File: src/hw/eeprom_settings.svh
`ifndef EEPROM_SETTINGS_SVH
`define EEPROM_SETTINGS_SVH

// system clocks per quarter scl period, 2 or more
`define SCL_QUARTER 4

// 24C16 geometry, 2048 bytes
`define EE_ADDR_W 11

// device type code in the control byte
`define EE_DEV_ID 4'b1010

`endif

File: src/hw/eeprom_txn_pkg.sv
package eeprom_txn_pkg;

    typedef enum logic {
        KIND_WRITE,
        KIND_READ
    } txn_kind_t;

    // sequencer walks these in order, SEQ_STOP also taken on any nack
    typedef enum logic [2:0] {
        SEQ_IDLE,
        SEQ_CTRL_W,
        SEQ_ADDR,
        SEQ_DATA,
        SEQ_CTRL_R,
        SEQ_READ,
        SEQ_STOP,
        SEQ_DONE
    } seq_state_t;

    typedef enum logic [1:0] {
        BOP_START_WRITE, // start, then send byte
        BOP_WRITE,
        BOP_READ_LAST,   // receive byte, answer nack
        BOP_STOP
    } byte_op_t;

endpackage

File: src/hw/i2c_bus_pkg.sv
package i2c_bus_pkg;

    typedef enum logic [2:0] {
        SYM_START,
        SYM_STOP,
        SYM_ZERO,
        SYM_ONE,
        SYM_RECV  // release sda and sample
    } bus_sym_t;

    // scl low in Q0/Q1, high in Q2/Q3 and idle
    typedef enum logic [2:0] {
        Q0,
        Q1,
        Q2,
        Q3,
        Q_IDLE
    } bit_phase_t;

endpackage

File: src/hw/eeprom_i2c_master.sv
`timescale 1ns/1ps
`include "eeprom_settings.svh"

module eeprom_i2c_master
    import eeprom_txn_pkg::*;
    import i2c_bus_pkg::*;
(
    input  logic                  CLK,
    input  logic                  RESET,
    input  logic                  wr,
    input  logic                  rd,
    input  logic [`EE_ADDR_W-1:0] addr,
    input  logic [7:0]            wr_data,
    output logic [7:0]            rd_data,
    output logic                  ack,
    output logic                  error,
    output logic                  busy,
    output logic                  scl,
    output logic                  sda_low,
    input  logic                  sda_in
);

    // sequencer to shifter
    logic       bop_go;
    byte_op_t   bop;
    logic [7:0] bop_byte;
    logic       bop_done;
    logic       bop_nack;
    logic [7:0] rx_byte;

    // shifter to bit timer
    logic     sym_go;
    bus_sym_t sym;
    logic     sym_done;
    logic     sym_bit;

    eeprom_txn_seq u_seq (
        .CLK      (CLK),
        .RESET    (RESET),
        .wr       (wr),
        .rd       (rd),
        .addr     (addr),
        .wr_data  (wr_data),
        .bop_go   (bop_go),
        .bop      (bop),
        .bop_byte (bop_byte),
        .bop_done (bop_done),
        .bop_nack (bop_nack),
        .rx_byte  (rx_byte),
        .rd_data  (rd_data),
        .ack      (ack),
        .error    (error),
        .busy     (busy)
    );

    i2c_byte_shifter u_shifter (
        .CLK      (CLK),
        .RESET    (RESET),
        .bop_go   (bop_go),
        .bop      (bop),
        .bop_byte (bop_byte),
        .bop_done (bop_done),
        .bop_nack (bop_nack),
        .rx_byte  (rx_byte),
        .sym_go   (sym_go),
        .sym      (sym),
        .sym_done (sym_done),
        .sym_bit  (sym_bit)
    );

    i2c_bit_timer u_timer (
        .CLK      (CLK),
        .RESET    (RESET),
        .sym_go   (sym_go),
        .sym      (sym),
        .sym_done (sym_done),
        .sym_bit  (sym_bit),
        .scl      (scl),
        .sda_low  (sda_low),
        .sda_in   (sda_in)
    );

endmodule

File: src/hw/eeprom_txn_seq.sv
`timescale 1ns/1ps
`include "eeprom_settings.svh"

module eeprom_txn_seq
    import eeprom_txn_pkg::*;
(
    input  logic                  CLK,
    input  logic                  RESET,
    input  logic                  wr,
    input  logic                  rd,
    input  logic [`EE_ADDR_W-1:0] addr,
    input  logic [7:0]            wr_data,
    output logic                  bop_go,
    output byte_op_t              bop,
    output logic [7:0]            bop_byte,
    input  logic                  bop_done,
    input  logic                  bop_nack,
    input  logic [7:0]            rx_byte,
    output logic [7:0]            rd_data,
    output logic                  ack,
    output logic                  error,
    output logic                  busy
);

    seq_state_t state;
    txn_kind_t kind;
    logic [`EE_ADDR_W-1:0] addr_q;
    logic [7:0] data_q;
    logic err;

    // 1010, block bits, r/w
    function automatic logic [7:0] ctrl_byte(input logic [`EE_ADDR_W-1:8] hi, input logic rnw);
        ctrl_byte = {`EE_DEV_ID, hi, rnw};
    endfunction

    assign ack   = (state == SEQ_DONE);
    assign error = ack && err;
    assign busy  = (state != SEQ_IDLE) && (state != SEQ_DONE);

    always_ff @(posedge CLK)
    begin
        if (RESET)
        begin
            state  <= SEQ_IDLE;
            bop_go <= 1'b0;
            err    <= 1'b0;
        end
        else
        begin
            bop_go <= 1'b0;
            case (state)
                SEQ_IDLE, SEQ_DONE:
                begin
                    if (wr || rd)
                    begin
                        bop_go   <= 1'b1;
                        bop      <= BOP_START_WRITE;
                        bop_byte <= ctrl_byte(addr[`EE_ADDR_W-1:8], 1'b0);
                        err      <= 1'b0;
                        state    <= SEQ_CTRL_W;
                    end
                    else
                        state <= SEQ_IDLE;
                end
                SEQ_CTRL_W:
                    if (bop_done)
                    begin
                        bop_go <= 1'b1;
                        if (bop_nack)
                        begin
                            bop   <= BOP_STOP;
                            err   <= 1'b1;
                            state <= SEQ_STOP;
                        end
                        else
                        begin
                            bop      <= BOP_WRITE;
                            bop_byte <= addr_q[7:0];
                            state    <= SEQ_ADDR;
                        end
                    end
                SEQ_ADDR:
                    if (bop_done)
                    begin
                        bop_go <= 1'b1;
                        if (bop_nack)
                        begin
                            bop   <= BOP_STOP;
                            err   <= 1'b1;
                            state <= SEQ_STOP;
                        end
                        else if (kind == KIND_WRITE)
                        begin
                            bop      <= BOP_WRITE;
                            bop_byte <= data_q;
                            state    <= SEQ_DATA;
                        end
                        else
                        begin
                            bop      <= BOP_START_WRITE; // repeated start
                            bop_byte <= ctrl_byte(addr_q[`EE_ADDR_W-1:8], 1'b1);
                            state    <= SEQ_CTRL_R;
                        end
                    end
                SEQ_DATA:
                    if (bop_done)
                    begin
                        bop_go <= 1'b1;
                        bop    <= BOP_STOP;
                        err    <= bop_nack;
                        state  <= SEQ_STOP;
                    end
                SEQ_CTRL_R:
                    if (bop_done)
                    begin
                        bop_go <= 1'b1;
                        if (bop_nack)
                        begin
                            bop   <= BOP_STOP;
                            err   <= 1'b1;
                            state <= SEQ_STOP;
                        end
                        else
                        begin
                            bop   <= BOP_READ_LAST;
                            state <= SEQ_READ;
                        end
                    end
                SEQ_READ:
                    if (bop_done)
                    begin
                        bop_go <= 1'b1;
                        bop    <= BOP_STOP;
                        state  <= SEQ_STOP;
                    end
                SEQ_STOP:
                    if (bop_done)
                        state <= SEQ_DONE;
                default:
                    state <= SEQ_IDLE;
            endcase
        end
    end

    // request capture and read result
    always_ff @(posedge CLK)
    begin
        if ((state == SEQ_IDLE || state == SEQ_DONE) && (wr || rd))
        begin
            kind   <= wr ? KIND_WRITE : KIND_READ; // write wins
            addr_q <= addr;
            data_q <= wr_data;
        end
        if (state == SEQ_READ && bop_done)
            rd_data <= rx_byte;
    end

    // ack only closes a transaction that was running
    assert property (@(posedge CLK) disable iff (RESET) $rose(ack) |-> $past(busy))
        else $error("ack without a transaction in progress");

endmodule

File: src/hw/i2c_bit_timer.sv
`timescale 1ns/1ps
`include "eeprom_settings.svh"

module i2c_bit_timer
    import i2c_bus_pkg::*;
(
    input  logic     CLK,
    input  logic     RESET,
    input  logic     sym_go,
    input  bus_sym_t sym,
    output logic     sym_done,
    output logic     sym_bit,
    output logic     scl,
    output logic     sda_low,
    input  logic     sda_in
);

    localparam int CW = (`SCL_QUARTER > 2) ? $clog2(`SCL_QUARTER) : 1;
    localparam logic [CW-1:0] LAST = CW'(`SCL_QUARTER - 1);

    bit_phase_t phase;
    bus_sym_t cur_sym;
    logic [CW-1:0] cnt;
    logic q_end;

    assign q_end    = (cnt == LAST);
    assign sym_done = (phase == Q3) && q_end;

    always_ff @(posedge CLK)
    begin
        if (RESET)
        begin
            phase   <= Q_IDLE;
            cnt     <= '0;
            scl     <= 1'b1;
            sda_low <= 1'b0;
        end
        else
        begin
            if (phase != Q_IDLE)
                cnt <= q_end ? '0 : cnt + 1'b1;
            case (phase)
                Q_IDLE:
                    if (sym_go)
                    begin
                        phase <= Q0;
                        scl   <= 1'b0;
                    end
                Q0:
                begin
                    // data moves one clock after scl falls
                    if (cnt == '0)
                        sda_low <= (cur_sym == SYM_ZERO) || (cur_sym == SYM_STOP);
                    if (q_end)
                        phase <= Q1;
                end
                Q1:
                    if (q_end)
                    begin
                        phase <= Q2;
                        scl   <= 1'b1;
                    end
                Q2:
                begin
                    if (cnt == '0 && cur_sym == SYM_START)
                        sda_low <= 1'b1; // start, sda falls with scl high
                    if (q_end)
                    begin
                        phase <= Q3;
                        if (cur_sym == SYM_STOP)
                            sda_low <= 1'b0;
                    end
                end
                Q3:
                    if (q_end)
                        phase <= Q_IDLE;
                default:
                    phase <= Q_IDLE;
            endcase
        end
    end

    always_ff @(posedge CLK)
    begin
        if (phase == Q_IDLE && sym_go)
            cur_sym <= sym;
        if (phase == Q2 && q_end)
            sym_bit <= sda_in; // start of Q3, mid scl high
    end

    property sda_steady_while_scl_high;
        @(posedge CLK) disable iff (RESET)
            $changed(sda_low) |->
                (!scl && phase != Q_IDLE) || cur_sym == SYM_START || cur_sym == SYM_STOP;
    endproperty

    assert property (sda_steady_while_scl_high)
        else $error("sda moved while scl high outside start/stop");

endmodule

File: src/hw/i2c_byte_shifter.sv
`timescale 1ns/1ps

module i2c_byte_shifter
    import eeprom_txn_pkg::*;
    import i2c_bus_pkg::*;
(
    input  logic       CLK,
    input  logic       RESET,
    input  logic       bop_go,
    input  byte_op_t   bop,
    input  logic [7:0] bop_byte,
    output logic       bop_done,
    output logic       bop_nack,
    output logic [7:0] rx_byte,
    output logic       sym_go,
    output bus_sym_t   sym,
    input  logic       sym_done,
    input  logic       sym_bit
);

    byte_op_t op;
    logic active;
    logic [7:0] sh;
    logic [3:0] bit_cnt; // 0..7 data, 8 ack slot

    function automatic bus_sym_t data_sym(input byte_op_t o, input logic b);
        if (o == BOP_READ_LAST)
            data_sym = SYM_RECV;
        else if (b)
            data_sym = SYM_ONE;
        else
            data_sym = SYM_ZERO;
    endfunction

    assign rx_byte = sh;

    always_ff @(posedge CLK)
    begin
        if (RESET)
        begin
            active   <= 1'b0;
            sym_go   <= 1'b0;
            bop_done <= 1'b0;
            bit_cnt  <= 4'd0;
        end
        else
        begin
            sym_go   <= 1'b0;
            bop_done <= 1'b0;
            if (bop_go)
            begin
                active  <= 1'b1;
                bit_cnt <= 4'd0;
                sym_go  <= 1'b1;
                case (bop)
                    BOP_START_WRITE: sym <= SYM_START;
                    BOP_STOP:        sym <= SYM_STOP;
                    default:         sym <= data_sym(bop, bop_byte[7]);
                endcase
            end
            else if (active && sym_done)
            begin
                if (sym == SYM_STOP || bit_cnt == 4'd8)
                begin
                    active   <= 1'b0;
                    bop_done <= 1'b1;
                end
                else if (sym == SYM_START)
                begin
                    sym_go <= 1'b1;
                    sym    <= data_sym(op, sh[7]);
                end
                else
                begin
                    bit_cnt <= bit_cnt + 4'd1;
                    sym_go  <= 1'b1;
                    if (bit_cnt == 4'd7)
                        sym <= (op == BOP_READ_LAST) ? SYM_ONE : SYM_RECV; // ack slot
                    else
                        sym <= data_sym(op, sh[6]);
                end
            end
        end
    end

    // msb first, sampled bit shifts in from the right
    always_ff @(posedge CLK)
    begin
        if (bop_go)
        begin
            op <= bop;
            sh <= bop_byte;
        end
        else if (active && sym_done)
        begin
            if (sym != SYM_START && sym != SYM_STOP && bit_cnt < 4'd8)
                sh <= {sh[6:0], sym_bit};
            bop_nack <= (bit_cnt == 4'd8) && (op != BOP_READ_LAST) && sym_bit;
        end
    end

    // sequencer must wait for bop_done
    assert property (@(posedge CLK) disable iff (RESET) bop_go |-> !active)
        else $error("byte operation issued while another is in flight");

endmodule

File: config.mk
export PLATFORM = sky130hd
export DESIGN_NAME = eeprom_i2c_master
export DESIGN_NICKNAME = d
export VERILOG_FILES = /design/src/hw/eeprom_txn_pkg.sv /design/src/hw/i2c_bus_pkg.sv /design/src/hw/eeprom_i2c_master.sv /design/src/hw/eeprom_txn_seq.sv /design/src/hw/i2c_bit_timer.sv /design/src/hw/i2c_byte_shifter.sv
export VERILOG_INCLUDE_DIRS = /design/src /design/src/hw
export SDC_FILE = /design/constraint.sdc
export NUM_CORES = 1
export LEC_CHECK = 0
export ABC_AREA = 1
export BUFFER_PORTS_ARGS = -buffer_cell sky130_fd_sc_hd__buf_4
export CAP_MARGIN = 20
export CORE_ASPECT_RATIO = 1.2
export CORE_MARGIN = 2
export CORE_UTILIZATION = 35
export DETAILED_ROUTE_END_ITERATION = 12
export GPL_ROUTABILITY_DRIVEN = 0
export PLACE_DENSITY = 0.5
export SETUP_SLACK_MARGIN = 0.5
export SKIP_CTS_REPAIR_TIMING = 1
export SYNTH_ARGS = -nofsm -noshare
export SYNTH_HDL_FRONTEND = slang
export SYNTH_SLANG_ARGS = --single-unit
File: constraint.sdc
create_clock -name CLK -period 2.8 [get_ports CLK]
set_clock_uncertainty 0.1 [all_clocks]
set_input_delay 0.42 -clock CLK [delete_from_list [all_inputs] [get_ports CLK]]
set_output_delay 0.42 -clock CLK [all_outputs]
set_load 0.02 [all_outputs]
==> reports/results.ini <==
[sta]
max_freq_ghz=0.486
layout_setup_ws_ps=742
finalSetupViolCount=0
min_period_ps=2060
rsz0062_at_grt=no
holdWs_ps=137
worst_slew_margin_rel=0.526
tightestPinTransition_ps=709
hold_violations=0
tns_ps=0
finalCritPeriodShare=0.735
final_max_slew_viol_count=0

[route]
drc=0
via_per_inst=4.61
final_antenna_net_count=0
drtPass1Iterations=4
num_vias=2298
wl_microns=6070
first_iter_violations=128
wl_per_cell_microns=12.2

[yosys]
synth_edf_count=56
syn_area_sq_um=3300
ys_seq_area_frac=0.625
netlist-cell-type-count=33
synth_area_per_cell_sq_um=10.1
syn_inst=327
ys_ff_latch=75
postSynth.asyncResetShare=0
syn-num-nets=358
synth_ff_type=edfxtp_1
yosysWarningCount=0

[cells_and_area]
seqCellArea_sq_um=2060
fin_area_sq_um=3930
layout_commonest_cell=nand2_1
fin_cells=499
drive_above_1_share=0.203
fillers=891
n_antenna_cell=0
nets=405
mostFrequentLayoutCells=nand2_1 (74), edfxtp_1 (56), inv_1 (42)
multi_input_area_sq_um=1040
post-route-util=0.431
layout-area-overhead-vs-synth_pct=19.1

[setup_path]
startpoint=u_seq.state[2]
cp.required_ps=2690
critPathKind=reg2reg
start_kind=flop
critical_path.endpoint=u_seq.bop_byte[2]
reg2reg_slack_ps=740
worstReg2RegStart=u_seq.state[2]
critPathMaxFanout=8
r2r-end=u_seq.bop_byte[2]
arrival_ps=1950
cp-end-kind=flop
rr_worst_depth=6

[pwr]
seq_power_share=0.469
intPower_mw=2.43
p_sw_mw=1.34
pwr-share-clk=0.230
power.share.switching=0.356
leakagePower_nw=1.64
combinationalPowerShare=0.301
ir_drop_uv=553
p_total_mw=3.78
p_per_area_nw_per_um2=962

[grt]
gr-usage-all-layers=0.132
grt_start_max_net_pins=21
grt_pass1_wl_microns=10400
grt-ovfl-total=0
grt_pass1_vias=2265
antenna_found_initial=0

[clock_network]
cts_tree=yes
root_buffer=clkbuf_8
numCtsBuffers=9
clk_pin_slew_ps=90
htreeDepth=3
clk_latency_ps=350
clock-sinks=75
cts_max_path_buffers=2

[die]
num_rows=38
design.core.area_sq_um=9130
ios=37
die_h_microns=110
die-area_sq_um=10200
die_x_microns=92.6
start_util=0.361

[worst_hold_path]
min_path_type=in2reg
hold_depth=1

[place]
dpl_cell_area_sq_um=3720
pre_cts_ws_ps=660
dp_cells=482
place_hpwl_microns=4600
port_buffers=36

[flow_run]
max_cap_violations=0

[status]
status=finished, final reports clean

power groups by stage:
stage,clock network [mW],registers [mW],logic (mW)
2_1_floorplan,0,1.77,0.848
3_3_place_gp,0,1.80,1.14
3_5_place_dp,0,1.80,1.14
4_1_cts,0.894,1.78,1.15
5_1_grt,0.944,1.81,1.32
6_report,0.868,1.77,1.14
state kept, by name (all words and copies together) (netlist names), 3 cells and up:
register / cells
u_seq.state: 3
u_seq.bop_byte: 8
u_timer.phase: 3
u_shifter.rx_byte: 8
u_shifter.sym: 3
u_timer.cur_sym: 3
u_shifter.bit_cnt: 4
u_seq.data_q: 8
u_seq.addr_q: 11
u_seq.rd_data: 8
worst min-delay path by stage:
stage | end | startpoint
4_1_cts | u_seq.data_q[5] | wr_data[5]
2_1_floorplan | u_timer.cur_sym[1] | u_shifter.sym[1]
3_3_place_gp | u_seq.rd_data[2] | u_shifter.rx_byte[2]
6_report | u_seq.addr_q[0] | addr[0]
5_1_grt | u_seq.addr_q[5] | addr[5]
3_5_place_dp | u_seq.rd_data[2] | u_shifter.rx_byte[2]
critical path, cell delays in order, from the launching register on:
cell	delay, ps
dfxtp_1	450
inv_2	130
nand3_2	150
nand2_2	120
inv_2	110
o211ai_1	120
nor2_1	520
routing by layer:
metal,part of all wire,GRT usage,routed length [microns],up-vias
met3,0.041,0.0279,251,6
met2,0.51,0.233,3100,50
met5,0,0,0,-
met4,0.013,0.0683,78,0
met1,0.44,0.152,2640,1041
li1,-,-,-,1201
cell families after synthesis:
| group | Yosys count | share of synthesized area |
|---|---|---|
| XOR/XNOR | 2 | 0.00531 |
| AND/OR/NAND/NOR | 134 | 0.176 |
| AO/OA/AOI/OAI | 58 | 0.106 |
| flip-flops | 75 | 0.625 |
| buffers and inverters | 51 | 0.0611 |
| adder cells (fa/ha/maj) | 7 | 0.0265 |
area by class of cell:
| class | instances | area share |
|---|---|---|
| Timing Repair Buffer | 40 | 0.0758 |
| Multi-Input combinational cell | 201 | 0.264 |
| Inverter | 47 | 0.0452 |
| Tap cell | 120 | 0.0382 |
| Sequential cell | 75 | 0.525 |
| Clock inverter | 7 | 0.0210 |
| Clock buffer | 9 | 0.0315 |
cell usage after synthesis, types with 3 or more instances:
cell type	number	area [sq um]
nand2_1	74	278
edfxtp_1	56	1680
inv_1	42	158
nor2_1	31	116
a21oi_1	21	105
dfxtp_1	19	380
o21ai_0	18	90.1
nand3_1	12	60.1
ha_1	7	87.6
nand2_2	5	31.3
a211oi_1	4	30.0
inv_2	4	15.0
nor3_1	4	20.0
o211ai_1	3	22.5
o311ai_0	3	26.3
No activity file was read; power rests on OpenSTA's default activity.
